<file path="src/verilog/mbox_cfg_pkg.sv">
// ----------------------------------------------------------
// datapath sizes of the mailbox, shared by fifo, ports and top
// import it wherever a word, a count or an index is needed
// ----------------------------------------------------------

package mbox_cfg_pkg;

  // ----------------------------------------------------------
  // sizes
  // ----------------------------------------------------------
  localparam int unsigned DATA_W = 32;             // mailbox word
  localparam int unsigned DEPTH  = 8;              // words per fifo, at least 2
  localparam int unsigned CNT_W  = 4;              // holds 0 .. DEPTH
  localparam int unsigned PTR_W  = $clog2(DEPTH);  // fifo read/write pointer
  localparam int unsigned ADDR_W = 4;              // port register index

  // ----------------------------------------------------------
  // vector types
  // ----------------------------------------------------------
  typedef logic [DATA_W-1:0] data_t;  // one mailbox word
  // fill count, msb set only when full, also used for thresholds
  typedef logic [CNT_W-1:0]  cnt_t;
  typedef logic [ADDR_W-1:0] addr_t;  // word index, no byte offset

endpackage

</file>
<file path="src/verilog/mbox_reg_pkg.sv">
// ----------------------------------------------------------
// register map of one mailbox port, field positions inside the
// registers and the fixed values returned on special reads
// ----------------------------------------------------------

package mbox_reg_pkg;

  // ----------------------------------------------------------
  // register indices
  // ----------------------------------------------------------
  localparam mbox_cfg_pkg::addr_t REG_MBOXW  = mbox_cfg_pkg::addr_t'(0); // push word
  localparam mbox_cfg_pkg::addr_t REG_MBOXR  = mbox_cfg_pkg::addr_t'(1); // pop word
  localparam mbox_cfg_pkg::addr_t REG_STATUS = mbox_cfg_pkg::addr_t'(2); // read only
  localparam mbox_cfg_pkg::addr_t REG_ERROR  = mbox_cfg_pkg::addr_t'(3); // clear on read
  localparam mbox_cfg_pkg::addr_t REG_WIRQT  = mbox_cfg_pkg::addr_t'(4); // write threshold
  localparam mbox_cfg_pkg::addr_t REG_RIRQT  = mbox_cfg_pkg::addr_t'(5); // read threshold
  localparam mbox_cfg_pkg::addr_t REG_IRQS   = mbox_cfg_pkg::addr_t'(6); // write 1 to clear
  localparam mbox_cfg_pkg::addr_t REG_IRQEN  = mbox_cfg_pkg::addr_t'(7);
  localparam mbox_cfg_pkg::addr_t REG_IRQP   = mbox_cfg_pkg::addr_t'(8); // read only
  localparam mbox_cfg_pkg::addr_t REG_CTRL   = mbox_cfg_pkg::addr_t'(9); // flush pulses

  localparam int unsigned NUM_REGS = 10;  // anything at or above is a decode error

  // ----------------------------------------------------------
  // bit positions
  // ----------------------------------------------------------
  localparam int unsigned ST_EMPTY     = 0;  // incoming fifo empty
  localparam int unsigned ST_FULL      = 1;  // outgoing fifo full
  localparam int unsigned ST_WTHR      = 2;  // outgoing count above WIRQT
  localparam int unsigned ST_RTHR      = 3;  // incoming count above RIRQT

  localparam int unsigned ERR_RD_EMPTY = 0;
  localparam int unsigned ERR_WR_FULL  = 1;

  localparam int unsigned IRQ_W        = 0;
  localparam int unsigned IRQ_R        = 1;
  localparam int unsigned IRQ_ERR      = 2;

  localparam int unsigned CTRL_FLUSH_W = 0;
  localparam int unsigned CTRL_FLUSH_R = 1;

  // fixed read data
  localparam mbox_cfg_pkg::data_t MBOXW_READ_VAL = 32'hFEEDC0DE; // MBOXW is write only
  localparam mbox_cfg_pkg::data_t EMPTY_READ_VAL = 32'hFEEDDEAD; // pop from empty fifo

  typedef logic [2:0] irq_vec_t;  // indexed by IRQ_*
  typedef logic [1:0] err_vec_t;  // indexed by ERR_*

endpackage

</file>
<file path="src/verilog/mbox_fifo.sv">
// ----------------------------------------------------------
// single clock mailbox fifo, head word is registered storage
// push/pop are ignored when full/empty, flush wins over both
// ----------------------------------------------------------

`timescale 1ns/1ps

module mbox_fifo (
  input  logic                clk_i,
  input  logic                arst_n_i,
  input  logic                flush_i,   // drop all words at next edge
  input  logic                push_i,
  input  mbox_cfg_pkg::data_t data_i,
  input  logic                pop_i,
  output mbox_cfg_pkg::data_t data_o,    // head word, valid when not empty
  output logic                full_o,
  output logic                empty_o,
  output mbox_cfg_pkg::cnt_t  cnt_o      // 0 .. DEPTH
);

  import mbox_cfg_pkg::*;

  typedef logic [PTR_W-1:0] ptr_t;

  data_t mem_q [DEPTH];     // storage, no reset
  ptr_t  wr_ptr_q;          // next free slot
  ptr_t  rd_ptr_q;          // head slot
  cnt_t  cnt_q;             // occupancy
  logic  do_push, do_pop;   // qualified strobes

  // wrap at DEPTH-1 so non power of two depths work too
  function automatic ptr_t ptr_inc(input ptr_t ptr);
    ptr_t nxt;
    if (ptr == ptr_t'(DEPTH - 1)) begin
      nxt = '0;
    end else begin
      nxt = ptr + ptr_t'(1);
    end
    return nxt;
  endfunction

  assign full_o  = (cnt_q == cnt_t'(DEPTH));
  assign empty_o = (cnt_q == '0);
  assign do_push = push_i & ~full_o;   // overflow is dropped
  assign do_pop  = pop_i & ~empty_o;   // underflow is dropped
  assign data_o  = mem_q[rd_ptr_q];    // no fall through
  assign cnt_o   = cnt_q;

  // ----------------------------------------------------------
  // pointers and count
  // ----------------------------------------------------------
  always_ff @(posedge clk_i or negedge arst_n_i) begin
    if (!arst_n_i) begin
      wr_ptr_q <= '0;
      rd_ptr_q <= '0;
      cnt_q    <= '0;
    end else if (flush_i) begin
      wr_ptr_q <= '0;   // flush overrides push and pop
      rd_ptr_q <= '0;
      cnt_q    <= '0;
    end else begin
      if (do_push) begin
        wr_ptr_q <= ptr_inc(wr_ptr_q);
      end
      if (do_pop) begin
        rd_ptr_q <= ptr_inc(rd_ptr_q);
      end
      case ({do_push, do_pop})
        2'b10:   cnt_q <= cnt_q + cnt_t'(1);
        2'b01:   cnt_q <= cnt_q - cnt_t'(1);
        default: cnt_q <= cnt_q;   // both or none, count unchanged
      endcase
    end
  end

  // storage write
  always_ff @(posedge clk_i) begin
    if (do_push) begin
      mem_q[wr_ptr_q] <= data_i;
    end
  end

endmodule

</file>
<file path="src/verilog/mbox_port_regs.sv">
// ----------------------------------------------------------
// register file of one mailbox port: decodes word accesses,
// drives push/pop/flush of both fifos, keeps thresholds, errors
// and the level interrupt, answers every request one cycle later
// ----------------------------------------------------------

`timescale 1ns/1ps

module mbox_port_regs (
  input  logic                clk_i,
  input  logic                arst_n_i,
  // access port
  input  logic                req_i,       // one cycle strobe
  input  logic                we_i,
  input  mbox_cfg_pkg::addr_t addr_i,      // word index
  input  mbox_cfg_pkg::data_t wdata_i,
  output logic                rsp_o,       // one cycle after req_i
  output logic                err_o,
  output mbox_cfg_pkg::data_t rdata_o,
  output logic                irq_o,       // level, active high
  // outgoing fifo
  output mbox_cfg_pkg::data_t wr_data_o,
  output logic                wr_push_o,
  input  logic                wr_full_i,
  input  mbox_cfg_pkg::cnt_t  wr_cnt_i,
  // incoming fifo
  input  mbox_cfg_pkg::data_t rd_data_i,
  input  logic                rd_empty_i,
  input  mbox_cfg_pkg::cnt_t  rd_cnt_i,
  output logic                rd_pop_o,
  // flush requests, ORed in the top level
  output logic                flush_w_o,
  output logic                flush_r_o
);

  import mbox_cfg_pkg::*;
  import mbox_reg_pkg::*;

  // ----------------------------------------------------------
  // state
  // ----------------------------------------------------------
  err_vec_t error_q,  error_d;   // sticky error flags
  irq_vec_t irqs_q,   irqs_d;    // interrupt status
  irq_vec_t irqen_q,  irqen_d;   // interrupt enable
  cnt_t     wirqt_q,  wirqt_d;   // write threshold, max DEPTH-1
  cnt_t     rirqt_q,  rirqt_d;   // read threshold, max DEPTH-1
  irq_vec_t irq_clr;             // ones written to IRQS

  // response register
  logic     rsp_q;
  logic     err_q,    err_d;
  data_t    rdata_q,  rdata_d;
  logic     irq_q;

  // combinational registers
  logic [3:0] status;            // indexed by ST_*
  irq_vec_t   irqp;              // pending = status & enable
  logic       addr_ok;           // index inside the map
  logic       rd_req, wr_req;

  // a threshold at or above DEPTH could never trip, pull it to DEPTH-1
  function automatic cnt_t clamp_thr(input data_t val);
    cnt_t res;
    if (val >= data_t'(DEPTH - 1)) begin
      res = cnt_t'(DEPTH - 1);
    end else begin
      res = cnt_t'(val);
    end
    return res;
  endfunction

  assign addr_ok = (32'(addr_i) < NUM_REGS);
  assign rd_req  = req_i & ~we_i;
  assign wr_req  = req_i & we_i;

  assign status[ST_EMPTY] = rd_empty_i;
  assign status[ST_FULL]  = wr_full_i;
  assign status[ST_WTHR]  = (wr_cnt_i > wirqt_q);   // count includes full state
  assign status[ST_RTHR]  = (rd_cnt_i > rirqt_q);

  assign irqp      = irqs_q & irqen_q;
  assign wr_data_o = wdata_i;   // full word writes only

  // ----------------------------------------------------------
  // access decode and register next state
  // ----------------------------------------------------------
  always_comb begin
    error_d   = error_q;
    irqen_d   = irqen_q;
    wirqt_d   = wirqt_q;
    rirqt_d   = rirqt_q;
    irq_clr   = '0;
    err_d     = req_i;          // error unless decoded below
    rdata_d   = '0;             // writes and bad reads return zero
    wr_push_o = 1'b0;
    rd_pop_o  = 1'b0;
    flush_w_o = 1'b0;
    flush_r_o = 1'b0;

    // threshold sources are level set
    irqs_d          = irqs_q;
    irqs_d[IRQ_W]   = irqs_q[IRQ_W] | status[ST_WTHR];
    irqs_d[IRQ_R]   = irqs_q[IRQ_R] | status[ST_RTHR];

    // reads
    if (rd_req && addr_ok) begin
      err_d = 1'b0;
      case (addr_i)
        REG_MBOXW:  rdata_d = MBOXW_READ_VAL;
        REG_MBOXR: begin
          if (rd_empty_i) begin
            rdata_d               = EMPTY_READ_VAL;
            err_d                 = 1'b1;
            error_d[ERR_RD_EMPTY] = 1'b1;
            irqs_d[IRQ_ERR]       = 1'b1;
          end else begin
            rdata_d  = rd_data_i;
            rd_pop_o = 1'b1;       // head leaves at next edge
          end
        end
        REG_STATUS: rdata_d = data_t'(status);
        REG_ERROR: begin
          rdata_d = data_t'(error_q);
          error_d = '0;            // clear on read
        end
        REG_WIRQT:  rdata_d = data_t'(wirqt_q);
        REG_RIRQT:  rdata_d = data_t'(rirqt_q);
        REG_IRQS:   rdata_d = data_t'(irqs_q);
        REG_IRQEN:  rdata_d = data_t'(irqen_q);
        REG_IRQP:   rdata_d = data_t'(irqp);
        REG_CTRL:   rdata_d = '0;  // flush bits are pulses
        default:    rdata_d = '0;
      endcase
    end

    // writes, read only registers keep the error default
    if (wr_req && addr_ok) begin
      case (addr_i)
        REG_MBOXW: begin
          if (wr_full_i) begin
            error_d[ERR_WR_FULL] = 1'b1;
            irqs_d[IRQ_ERR]      = 1'b1;
          end else begin
            wr_push_o = 1'b1;
            err_d     = 1'b0;
          end
        end
        REG_WIRQT: begin
          wirqt_d = clamp_thr(wdata_i);
          err_d   = 1'b0;
        end
        REG_RIRQT: begin
          rirqt_d = clamp_thr(wdata_i);
          err_d   = 1'b0;
        end
        REG_IRQS: begin
          irq_clr = irq_vec_t'(wdata_i);
          err_d   = 1'b0;
        end
        REG_IRQEN: begin
          irqen_d = irq_vec_t'(wdata_i);
          err_d   = 1'b0;
        end
        REG_CTRL: begin
          flush_w_o = wdata_i[CTRL_FLUSH_W];
          flush_r_o = wdata_i[CTRL_FLUSH_R];
          err_d     = 1'b0;
        end
        default: err_d = 1'b1;     // MBOXR, STATUS, ERROR, IRQP
      endcase
    end

    // acknowledge goes last so it beats a set in the same cycle
    irqs_d = irqs_d & ~irq_clr;
  end

  // ----------------------------------------------------------
  // registers
  // ----------------------------------------------------------
  always_ff @(posedge clk_i or negedge arst_n_i) begin
    if (!arst_n_i) begin
      error_q <= '0;
      irqs_q  <= '0;
      irqen_q <= '0;
      wirqt_q <= '0;
      rirqt_q <= '0;
      rsp_q   <= 1'b0;
      err_q   <= 1'b0;
      rdata_q <= '0;
      irq_q   <= 1'b0;
    end else begin
      error_q <= error_d;
      irqs_q  <= irqs_d;
      irqen_q <= irqen_d;
      wirqt_q <= wirqt_d;
      rirqt_q <= rirqt_d;
      rsp_q   <= req_i;    // fixed one cycle latency
      err_q   <= err_d;
      rdata_q <= rdata_d;
      irq_q   <= |irqp;    // one cycle after IRQS/IRQEN change
    end
  end

  assign rsp_o   = rsp_q;
  assign err_o   = err_q;
  assign rdata_o = rdata_q;
  assign irq_o   = irq_q;

endmodule

</file>
<file path="src/verilog/mbox_top.sv">
// ----------------------------------------------------------
// two port mailbox top: each port pushes into one fifo and
// pops from the other, flushes are merged per fifo
// ----------------------------------------------------------

`timescale 1ns/1ps

module mbox_top (
  input  logic                clk_i,
  input  logic                arst_n_i,
  // port 0
  input  logic                p0_req_i,
  input  logic                p0_we_i,
  input  mbox_cfg_pkg::addr_t p0_addr_i,
  input  mbox_cfg_pkg::data_t p0_wdata_i,
  output logic                p0_rsp_o,
  output logic                p0_err_o,
  output mbox_cfg_pkg::data_t p0_rdata_o,
  output logic                p0_irq_o,
  // port 1
  input  logic                p1_req_i,
  input  logic                p1_we_i,
  input  mbox_cfg_pkg::addr_t p1_addr_i,
  input  mbox_cfg_pkg::data_t p1_wdata_i,
  output logic                p1_rsp_o,
  output logic                p1_err_o,
  output mbox_cfg_pkg::data_t p1_rdata_o,
  output logic                p1_irq_o
);

  import mbox_cfg_pkg::*;

  // ----------------------------------------------------------
  // fifo side nets, index is the port
  // ----------------------------------------------------------
  data_t [1:0] wr_data, rd_data;
  logic  [1:0] push, pop;
  logic  [1:0] flush_w, flush_r;
  logic  [1:0] full, empty;        // index is the writing port
  cnt_t  [1:0] cnt;                // index is the writing port

  mbox_port_regs u_port0 (
    .clk_i, .arst_n_i,
    .req_i   (p0_req_i),   .we_i    (p0_we_i),
    .addr_i  (p0_addr_i),  .wdata_i (p0_wdata_i),
    .rsp_o   (p0_rsp_o),   .err_o   (p0_err_o),
    .rdata_o (p0_rdata_o), .irq_o   (p0_irq_o),
    .wr_data_o (wr_data[0]), .wr_push_o (push[0]),       // out via 0 to 1
    .wr_full_i (full[0]),    .wr_cnt_i  (cnt[0]),
    .rd_data_i (rd_data[0]), .rd_empty_i (empty[1]),     // in via 1 to 0
    .rd_cnt_i  (cnt[1]),     .rd_pop_o  (pop[0]),
    .flush_w_o (flush_w[0]), .flush_r_o (flush_r[0])
  );

  mbox_port_regs u_port1 (
    .clk_i, .arst_n_i,
    .req_i   (p1_req_i),   .we_i    (p1_we_i),
    .addr_i  (p1_addr_i),  .wdata_i (p1_wdata_i),
    .rsp_o   (p1_rsp_o),   .err_o   (p1_err_o),
    .rdata_o (p1_rdata_o), .irq_o   (p1_irq_o),
    .wr_data_o (wr_data[1]), .wr_push_o (push[1]),       // out via 1 to 0
    .wr_full_i (full[1]),    .wr_cnt_i  (cnt[1]),
    .rd_data_i (rd_data[1]), .rd_empty_i (empty[0]),     // in via 0 to 1
    .rd_cnt_i  (cnt[0]),     .rd_pop_o  (pop[1]),
    .flush_w_o (flush_w[1]), .flush_r_o (flush_r[1])
  );

  // either end may flush a fifo
  mbox_fifo u_fifo_0to1 (
    .clk_i, .arst_n_i,
    .flush_i (flush_w[0] | flush_r[1]),
    .push_i  (push[0]),  .data_i  (wr_data[0]),
    .pop_i   (pop[1]),   .data_o  (rd_data[1]),
    .full_o  (full[0]),  .empty_o (empty[0]), .cnt_o (cnt[0])
  );

  mbox_fifo u_fifo_1to0 (
    .clk_i, .arst_n_i,
    .flush_i (flush_w[1] | flush_r[0]),
    .push_i  (push[1]),  .data_i  (wr_data[1]),
    .pop_i   (pop[0]),   .data_o  (rd_data[0]),
    .full_o  (full[1]),  .empty_o (empty[1]), .cnt_o (cnt[1])
  );

endmodule

</file>
<file path="config.mk">
export PLATFORM = sky130hd
export DESIGN_NAME = mbox_top
export DESIGN_NICKNAME = d
export VERILOG_FILES = /design/src/verilog/mbox_cfg_pkg.sv /design/src/verilog/mbox_reg_pkg.sv /design/src/verilog/mbox_fifo.sv /design/src/verilog/mbox_port_regs.sv /design/src/verilog/mbox_top.sv
export SDC_FILE = /design/constraint.sdc
export NUM_CORES = 1
export LEC_CHECK = 0
export ABC_CLOCK_PERIOD_IN_PS = 6200
export BUFFER_PORTS_ARGS = -buffer_cell sky130_fd_sc_hd__buf_2
export CORE_MARGIN = 8
export CORE_UTILIZATION = 60
export CTS_CLUSTER_DIAMETER = 150
export DETAILED_ROUTE_END_ITERATION = 16
export GPL_ROUTABILITY_DRIVEN = 0
export MAX_ROUTING_LAYER = met4
export PLACE_DENSITY = 0.79
export SYNTH_ARGS = -nofsm -noshare
export SYNTH_HDL_FRONTEND = slang
export SYNTH_SLANG_ARGS = --single-unit
</file>
<file path="constraint.sdc">
create_clock -name clk_i -period 6.2 [get_ports clk_i]
set_clock_uncertainty 0.05 [all_clocks]
set_input_delay 0.62 -clock clk_i [delete_from_list [all_inputs] [get_ports clk_i]]
set_output_delay 0.62 -clock clk_i [all_outputs]
set_load 0.02 [all_outputs]
</file>
==> results of run 1 <==
==> stage by stage <==
stage / total power, mW / hold WS (ns) / cells / instance area [sq um]
after global placement: 6.07 / 0.417 / 1999 / 26500
after floorplan: 5.78 / 0.274 / 1362 / 25200
after CTS: 9.90 / 0.0832 / 2113 / 28600
after global routing: 10.2 / 0.106 / 2116 / 28600
after detailed placement: 6.11 / 0.423 / 1999 / 26500
final: 9.85 / 0.119 / 2116 / 28600
==> routing by layer <==
| layer | GRT usage [%] | routed length, um | vias to the layer above |
|---|---|---|---|
| met5 | - | 0 | - |
| met4 | 6.13 | 1100 | 0 |
| met3 | 3.61 | 3740 | 71 |
| met2 | 37.8 | 28300 | 613 |
| met1 | 32.1 | 23500 | 7076 |
| li1 | - | - | 5774 |
==> power by group through the flow <==
stage | sequential [mW] | clock [mW] | combinational [mW]
final | 4.87 | 3.81 | 1.17
after global placement | 4.95 | 0 | 1.12
after global routing | 4.89 | 4.02 | 1.26
after detailed placement | 4.95 | 0 | 1.16
after floorplan | 4.87 | 0 | 0.910
after CTS | 4.87 | 3.86 | 1.17
==> flip-flops by register name, indices dropped and copies added, names as in the netlist, 4 cells and up <==
register	count
u_fifo_0to1.cnt_o	4
u_fifo_0to1.mem_q	256
u_fifo_1to0.cnt_o	4
u_fifo_1to0.mem_q	256
u_port0.rdata_o	32
u_port0.rirqt_q	4
u_port0.wirqt_q	4
u_port1.rdata_o	32
u_port1.rirqt_q	4
u_port1.wirqt_q	4
==> worst max-delay path: cells and delay by family, from the launching register on <==
kind / cells / cell delay [ns]
AND/OR/NAND/NOR: 4 / 1.43
buffers and inverters: 1 / 0.14
AO/OA/AOI/OAI: 3 / 0.51
adder cells (fa/ha/maj): 2 / 0.68
XOR/XNOR: 1 / 0.15
flip-flops: 1 / 0.50
==> final cells by class <==
cell class / count / area share [%]
sequential: 634 / 64.4
timing repair buffer: 165 / 3.07
inverter: 21 / 0.275
multi-input combinational: 641 / 22.5
clock buffer: 87 / 6.16
tap: 539 / 2.36
antenna: 3 / 0.0262
clock inverter: 26 / 1.15
==> cell families (layout without fill, tap and decap cells) <==
group	Yosys count	count (layout)
buffers and inverters	87	299
other	0	3
AOI/OAI and AO/OA	163	163
adders and majority gates	32	32
DFF	634	634
muxes	211	211
xor gates and xnor gates	10	10
and+or+nand+nor	225	225
==> cell usage in the layout, fill, tap and decap left out, types with 36 or more instances in the layout <==
master / Yosys / routed
nor2_1: 69 / 60
edfxtp_1: 512 / 512
a21oi_1: 72 / 72
nand2_1: 42 / 42
o21ai_0: 36 / 36
dfrtp_1: 122 / 116
mux4_2: 129 / 129
clkbuf_16: 0 / 60
mux2i_1: 71 / 71
buf_2: 25 / 146
==> worst max path at each step <==
stage / end / slack, ns / from / cells after the start
6_report: u_fifo_1to0.cnt_o[3] / 2.63 / u_fifo_1to0.cnt_o[1] / 11
5_1_grt: u_fifo_1to0.cnt_o[3] / 2.37 / u_fifo_1to0.cnt_o[1] / 11
4_1_cts: u_fifo_1to0.cnt_o[3] / 2.67 / u_fifo_1to0.cnt_o[1] / 11
3_5_place_dp: u_fifo_0to1.cnt_o[3] / 2.50 / p1_addr_i[1] / 10
3_3_place_gp: u_fifo_0to1.cnt_o[3] / 2.58 / p1_addr_i[1] / 10
2_1_floorplan: u_fifo_0to1.mem_q[0][0] / 1.21 / p0_addr_i[0] / 6
==> impl_metrics.tcl, run 1 <==
set metrics [dict create \
    drc 0 \
    routed_wl_mm 56.7 \
    io_pins 148 \
    power_switching_share_pct 23.8 \
    r2r_cells 11 \
    fin_crit_sh_pct 57.5 \
    yosysUniqueCellTypes 66 \
    vias 13500 \
    min_to "u_port0.rsp_o" \
    synth.largest_area_cell "edfxtp_1" \
    cts_setup_buffers 0 \
    fillers 2603 \
    drive_gt1_share_pct 28.2 \
    htree_levels 2 \
    area_growth_pct 13.6 \
    tightest_slew_ns 1.28 \
    drt_iter0_markers 1563 \
    yosysMostFrequentCell "edfxtp_1" \
    start_util_pct 60.5 \
    hpwl_mm 33.6 \
    dieArea_sq_mm 0.0488 \
    p_switching_mw 2.35 \
    numClockSinks 634 \
    start_kind "register" \
    arrival_ns 4.00 \
    ys_ff_latch 634 \
    worstSetupPathType "register to register" \
    routed_via_density 6.40 \
    final_util_pct 68.7 \
    critPathSlowestCell "nand3_1" \
    synthesis.nets 1472 \
    synth.top_cells.by_count "512 x edfxtp_1, 129 x mux4_2, 122 x dfrtp_1" \
    synthCells 1362 \
    synthSimpleGateAreaFrac_pct 4.54 \
    clock_path_buffers 3 \
    dpl_worst_slack_ns 2.50 \
    antenna_found_initial 3 \
    outcome "finished, final reports clean" \
    coreArea_sq_mm 0.0417 \
    rr_startpoint "u_fifo_1to0.cnt_o[1]" \
    synth_mux_area_share_pct 14.8 \
    first_global_vias 13900 \
    slew_headroom_pct 14.8 \
    fmax_mhz 280 \
    drtPass1Iterations 7 \
    ant_nets 0 \
    grtUsageTotal_pct 23.7 \
    rrSetupSlack_ns 2.63 \
    slew_violations 0 \
    cp_max_fo 12 \
    yosysSeqAreaShare_pct 73.1 \
    die_h_um 221 \
    synth_xor_area_share_pct 0.347 \
    min_path_cells 1 \
    postSynthAreaPerCell_sq_um 18.5 \
    multi_input_area_sq_mm 0.00645 \
    setup-tns-final_ns 0 \
    synth_compound_area_share_pct 3.88 \
    synthTopCellsByArea "edfxtp_1 61%, dfrtp_1 12%, mux4_2 12%, mux2i_1 2.8%, ha_1 1.6%" \
    synth-edff-count 512 \
    synthFlopType "edfxtp_1" \
    grt.overflow.total 0 \
    cpPeakStageDelay_ns 0.62 \
    intPower_mw 7.50 \
    hold_path.class "primary input to register" \
    final-seq-area_sq_mm 0.0184 \
    path_cells "nor3_1 > nand2b_1 > nand3_1 > inv_1 > ha_1 > ha_1 > o211a_1 > a211oi_1 > a211oi_1 > xnor2_1 > nor2_1" \
    finalWorstSetupSlack_ns 2.63 \
    p_comb_share_pct 11.9 \
    post_drt_wl_per_cell_um 26.8 \
    seq_power_share_pct 49.4 \
    die-width_um 221 \
    leakage_nw 10.1 \
    synth_top_family_by_area "multiplexers" \
    min_period_ns 3.57 \
    final-hold-violation-count 0 \
    cts_buffers 60 \
    synthesis.area_sq_mm 0.0252 \
    end_kind "register" \
    cts_resized 0 \
    clk_pin_slew_ns 0.07 \
    grt_max_degree 67 \
    tritoncts "built" \
    clkPwrFrac_pct 38.7 \
    power_density_mw_per_mm2 344 \
    r2r_end "u_fifo_1to0.cnt_o[3]" \
    synth_top_area_share_pct 61.0 \
    rsz0062_at_grt "no" \
    min_from "p0_req_i" \
    postCtsHoldBufs 1 \
    fin_nets 1633 \
    required_ns 6.64 \
    ys_async_sr_fraction_pct 19.2 \
    ys.warnings.count 0 \
    drv_cap 0 \
    rows 75 \
    ir_drop_uv 212 \
    io_buffer_count 147 \
    grt_pass1_wl_mm 86.1 \
    finalSetupViolCount 0 \
    insertion_delay_ns 0.62 \
    cts-root-buf "clkbuf_16" \
    synth_fa_ha_area_share_pct 1.59 \
]
(Power assumes the default switching activity.)
==> run 2, diff against run 1 <==
Settings changed: ABC_AREA set to 1, ABC_CLOCK_PERIOD_IN_PS 6200 to 3300.
Clock period 6.2 ns to 3.3 ns, I/O delays scaled along.
==> run 2 against run 1 <==
Effect of this change:
- non-clock buffer count up 90
- via count up 42%
- flip-flop and latch count unchanged
- combinational power up 36%
- hold slack worse by 0.085 ns
- power up 80%
- sequential power up 83%
- worst setup slack worse by 2.1 ns
- global-route usage up 3.3 points
- synthesized area up 4.5%
- sequential share of layout area down 4.1 points
- final cell count up 52%
==> impl_metrics.tcl, run 2 <==
set metrics [dict create \
    synthFlopType "edfxtp_1" \
    min_path_cells 1 \
    final-hold-violation-count 0 \
    ys_ff_latch 634 \
    grt_max_degree 111 \
    htree_levels 2 \
    yosysSeqAreaShare_pct 69.9 \
    postSynthAreaPerCell_sq_um 11.1 \
    leakage_nw 12.2 \
    r2r_cells 14 \
    fin_nets 2689 \
    grt.overflow.total 0 \
    fillers 2905 \
    drt_iter0_markers 2429 \
    grt_pass1_wl_mm 104 \
    area_growth_pct 16.1 \
    rsz0062_at_grt "no" \
    synthesis.nets 2483 \
    antenna_found_initial 6 \
    cts-root-buf "clkbuf_16" \
    synth_top_area_share_pct 58.3 \
    post_drt_wl_per_cell_um 20.9 \
    grtUsageTotal_pct 27.0 \
    ys_async_sr_fraction_pct 19.2 \
    cts_buffers 61 \
    setup-tns-final_ns 0 \
    min_to "u_fifo_0to1.mem_q[7][2]" \
    synthCells 2373 \
    die_h_um 226 \
    cts_setup_buffers 0 \
    arrival_ns 3.20 \
    required_ns 3.77 \
    most-common-layout-cells "556 x nand2_1, 512 x edfxtp_1, 318 x nand3_1" \
    vias 19200 \
    clk_pin_slew_ns 0.06 \
    insertion_delay_ns 0.63 \
    synthTopCellsByArea "edfxtp_1 58%, dfrtp_1 12%, nand2_1 7.9%, nand3_1 6.0%, nor2_1 4.2%" \
    dpl_worst_slack_ns 0.592 \
    yosysUniqueCellTypes 35 \
    start_util_pct 61.0 \
    drv_cap 0 \
    die-width_um 226 \
    synthesis.area_sq_mm 0.0264 \
    ys.warnings.count 0 \
    io_pins 148 \
    io_buffer_count 147 \
    finalPower_mw 17.8 \
    dieArea_sq_mm 0.0509 \
    min_from "p0_wdata_i[2]" \
    min_period_ns 2.73 \
    end_kind "register" \
    coreArea_sq_mm 0.0432 \
    ir_drop_uv 466 \
    rr_startpoint "u_fifo_0to1.cnt_o[1]" \
    slew_headroom_pct 45.2 \
    power_density_mw_per_mm2 581 \
    tightest_slew_ns 0.822 \
    drc 0 \
    whs_ns 0.0339 \
    ant_nets 0 \
    r2r_end "u_fifo_0to1.cnt_o[3]" \
    hold_path.class "primary input to register" \
    synth.top_cells.by_count "556 x nand2_1, 512 x edfxtp_1, 318 x nand3_1" \
    place_area_sq_mm 0.0278 \
    routed_via_density 5.95 \
    numClockSinks 634 \
    cp_max_fo 11 \
    finalWorstSetupSlack_ns 0.573 \
    final_common_cell "nand2_1" \
    tritoncts "built" \
    fmax_mhz 367 \
    fin_area_sq_mm 0.0306 \
    drtPass1Iterations 9 \
    cts_resized 0 \
    synth.largest_area_cell "edfxtp_1" \
    worstSetupPathType "primary input to register" \
    hpwl_mm 39.3 \
    reg_top3 "u_fifo_0to1.mem_q: 256 flops, u_fifo_1to0.mem_q: 256 flops" \
    clock_path_buffers 3 \
    start_kind "primary input" \
    finalSetupViolCount 0 \
    synth-edff-count 512 \
    rows 76 \
    routed_wl_mm 67.2 \
    yosysMostFrequentCell "nand2_1" \
    slew_violations 0 \
    outcome "finished, final reports clean" \
    postCtsHoldBufs 62 \
    drive_gt1_share_pct 13.5 \
    first_global_vias 19300 \
    rrSetupSlack_ns 0.68 \
    fin_crit_sh_pct 82.6 \
]
==> run 2: cell count changes in the layout (fill, tap and decap cells not counted), moves of 22 or more <==
| cell | change |
|---|---|
| o21ai_0 | +107 |
| nand2_1 | +514 |
| mux2i_1 | -71 |
| dlygate4sd3_1 | +61 |
| mux4_2 | -129 |
| nor2_1 | +232 |
| inv_1 | +93 |
| buf_4 | +25 |
| a21oi_1 | -22 |
| nand3_1 | +305 |
==> run 2: how the worst max path moves through the flow <==
| stage | from | endpoint | cells after the start | slack [ns] |
|---|---|---|---|---|
| after CTS | p1_addr_i[0] | u_fifo_0to1.cnt_o[3] | 17 | 0.67 |
| final | p1_addr_i[0] | u_fifo_0to1.cnt_o[3] | 17 | 0.57 |
| after floorplan | p0_addr_i[0] | u_fifo_0to1.mem_q[3][0] | 6 | -0.58 |
| after global placement | p1_addr_i[2] | u_fifo_0to1.cnt_o[3] | 15 | 0.71 |
| after detailed placement | p1_addr_i[0] | u_fifo_0to1.cnt_o[3] | 16 | 0.59 |
| after global routing | p1_addr_i[0] | u_fifo_0to1.cnt_o[2] | 16 | 0.46 |
==> run 2: per-layer routing <==
metal  vias to the layer above  wire (um)  global-route usage [%]
met5                         -          0                       -
met4                         0       2220                    11.3
met3                       187       6780                    5.02
met2                      1158      32400                    42.5
met1                      9230      25900                    34.4
li1                       8596          -                       -
==> run 2: cells by family after synthesis <==
| logic type | count (synthesis) | synth area share [%] |
|---|---|---|
| simple gates | 1236 | 20.0 |
| compound gates | 227 | 4.53 |
| buf+inv | 238 | 3.79 |
| flops | 634 | 69.9 |
| fa+ha+maj | 32 | 1.52 |
| xor+xnor | 6 | 0.199 |
==> run 2: final cells by class <==
class,count,area [sq um],area share [%]
multi-input combinational,1501,7060,23.1
sequential,634,18400,60.3
antenna,7,17.5,0.0573
inverter,126,473,1.55
clock inverter,29,342,1.12
tap,585,732,2.39
timing repair buffer,255,1760,5.75
clock buffer,87,1770,5.78
==> run 2: through the flow <==
step,cells,util (%)
after floorplan,2373,-
final,3224,70.8
after detailed placement,3039,64.5
after global placement,3039,64.5
after CTS,3217,70.8
after global routing,3223,70.8
==> run 2: power by group <==
| part | total (mW) | internal, mW | switching [mW] |
|---|---|---|---|
| logic | 1.59 | 0.495 | 1.10 |
| registers | 8.92 | 8.78 | 0.147 |
| clock network | 7.25 | 4.27 | 2.98 |
==> run 2: critical path, stage by stage <==
cell and delay, ns:
dlygate4sd3_1 0.53, buf_2 0.20, inv_2 0.06, nor2_2 0.13, nand2_1 0.14, inv_2 0.21
nand2_2 0.12, nor2_4 0.27, ha_1 0.30, ha_1 0.31, a31o_2 0.26, inv_1 0.07
nand2_1 0.05, nand2_1 0.06, nand2_1 0.05, nand2_1 0.06, nand2_1 0.05
==> run 3, diff against run 2 <==
Settings changed: ABC_CLOCK_PERIOD_IN_PS 3300 to 2700.
Clock period 3.3 ns to 2.7 ns, I/O delays scaled along.
==> run 3 against run 2 <==
Effect of this change:
- clock power grew 15%
- largest cell class unchanged
- hold slack gained 0.013 ns
- via count grew 0.77%
- critical path depth shrank 3
- sequential power grew 22%
- core utilization grew 0.54 points
- largest power group unchanged
- sequential share of layout area shrank 0.46 points
- count of clock-buffer cells in the layout shrank 13
- power grew 20%
- non-clock buffer count grew 22
- global-route usage grew 0.33 points
- die area is the same
==> impl_metrics.tcl, run 3 (synthesis results as in run 2) <==
set metrics [dict create \
    outcome "finished, final reports clean" \
    finalSetupViolCount 0 \
    multi_input_area_sq_mm 0.00710 \
    rr_startpoint "u_fifo_1to0.cnt_o[0]" \
    grt_max_degree 132 \
    io_buffer_count 147 \
    die-width_um 226 \
    tightest_slew_ns 0.656 \
    area_growth_pct 17.0 \
    grtUsageTotal_pct 27.3 \
    hold_path.class "primary input to register" \
    die_h_um 226 \
    tritoncts "built" \
    fin_crit_sh_pct 91.5 \
    ir_drop_uv 526 \
    cp_max_fo 5 \
    required_ns 3.18 \
    numClockSinks 634 \
    start_kind "register" \
    fillers 2790 \
    antenna_found_initial 1 \
    clk_pin_slew_ns 0.06 \
    stdcell_count 3235 \
    first_global_vias 19200 \
    cts_buffers 59 \
    grt.overflow.total 0 \
    final_common_cell "nand2_1" \
    min_from "p0_addr_i[3]" \
    cts_resized 0 \
    place_inst 3053 \
    dieArea_sq_mm 0.0509 \
    drv_cap 0 \
    cts-root-buf "clkbuf_16" \
    most-common-layout-cells "556 x nand2_1, 512 x edfxtp_1, 318 x nand3_1" \
    post_drt_wl_per_cell_um 21.1 \
    arrival_ns 2.95 \
    io_pins 148 \
    power_density_mw_per_mm2 690 \
    routed_via_density 5.97 \
    routed_wl_mm 68.3 \
    min_period_ns 2.47 \
    drtPass1Iterations 6 \
    hpwl_mm 40.8 \
    slew_headroom_pct 56.3 \
    start_util_pct 61.0 \
    insertion_delay_ns 0.64 \
    final-seq-area_sq_mm 0.0184 \
    vias 19300 \
    rsz0062_at_grt "no" \
    whs_ns 0.0466 \
    fin_nets 2709 \
    leakage_nw 12.3 \
    grt_pass1_wl_mm 105 \
    drc 0 \
    coreArea_sq_mm 0.0432 \
    startpoint "u_fifo_1to0.cnt_o[0]" \
    ant_nets 0 \
    worstSetupPathType "register to register" \
    slew_violations 0 \
    rows 76 \
    end_kind "register" \
    reg_top3 "u_fifo_0to1.mem_q: 256 flops, u_fifo_1to0.mem_q: 256 flops" \
    htree_levels 2 \
    final-hold-violation-count 0 \
    fmax_mhz 405 \
    drt_iter0_markers 2661 \
    drive_gt1_share_pct 13.4 \
    clock_path_buffers 3 \
    finalPower_mw 21.3 \
]
==> run 3: changes by cell type in the layout (fill, tap and decap cells not counted), sizes merged <==
cell,change
diode,-6
clkinv,+8
clkbuf,-13
inv,+1
clkinvlp,-1
dlygate4sd3,+8
buf,+14
==> run 3: cell type report <==
class,instances,share of cell area [%]
Multi-Input combinational cell,1501,23.0
Clock inverter,37,1.29
Clock buffer,74,5.01
Timing Repair Buffer,277,6.91
Antenna cell,1,0.00812
Inverter,126,1.54
Sequential cell,634,59.8
Tap cell,585,2.37
==> run 3: routing by layer <==
metal  vias up  share of wire (%)  GRT usage, %
met1      9305                 39          36.2
met4         0                3.1          9.64
met3       183                 11          5.60
met5         -                  0             -
met2      1216                 47          42.0
li1       8615                  -             -
==> run 3: critical path: stages, from the launching register on <==
cell	delay (ns)
dfrtp_1	0.41
inv_1	0.19
nand3_1	0.12
nor2_1	0.23
nor3_4	0.08
inv_1	0.09
ha_1	0.24
ha_1	0.30
a31o_2	0.26
inv_1	0.08
nand2_1	0.06
nand2_1	0.09
nand2_1	0.06
nand2_1	0.06
nand2_1	0.05
==> run 3: final timing paths <==
path	slack, ns	end	depth (start not counted)
worst min register to register	0.45	u_port0.error_q[1]	2
worst max register to register	0.23	u_fifo_1to0.cnt_o[3]	14
min in group asynchronous	0.14	u_port0.rdata_o[14]	2
worst min-delay path	0.05	u_port0.rdata_o[2]	4
max in group asynchronous	1.72	u_port0.rdata_o[15]	3
worst max-delay path	0.23	u_fifo_1to0.cnt_o[3]	14
==> run 3: stage by stage <==
step | setup slack (ns) | util, % | setup TNS, ns | cell area [sq um]
after floorplan | -0.189 | - | -80.74 | 26400
after global placement | 0.386 | 65.3 | 0 | 28200
after detailed placement | 0.260 | 65.3 | 0 | 28200
after CTS | 0.290 | 71.4 | 0 | 30800
after global routing | 0.0603 | 71.4 | 0 | 30800
final | 0.228 | 71.4 | 0 | 30800
==> run 3: repair_timing <==
action | in CTS | in global routing
hold buffers | 70 | 0
endpoints found under the setup margin | 0 | 0
buffers inserted | 0 | 0
hold endpoints to repair | 581 | 0
==> run 3: power by group <==
part	internal, mW	leakage, nW	switching [mW]
clock	4.73	0.931	3.60
combinational	0.641	5.18	1.40
sequential	10.7	6.21	0.163
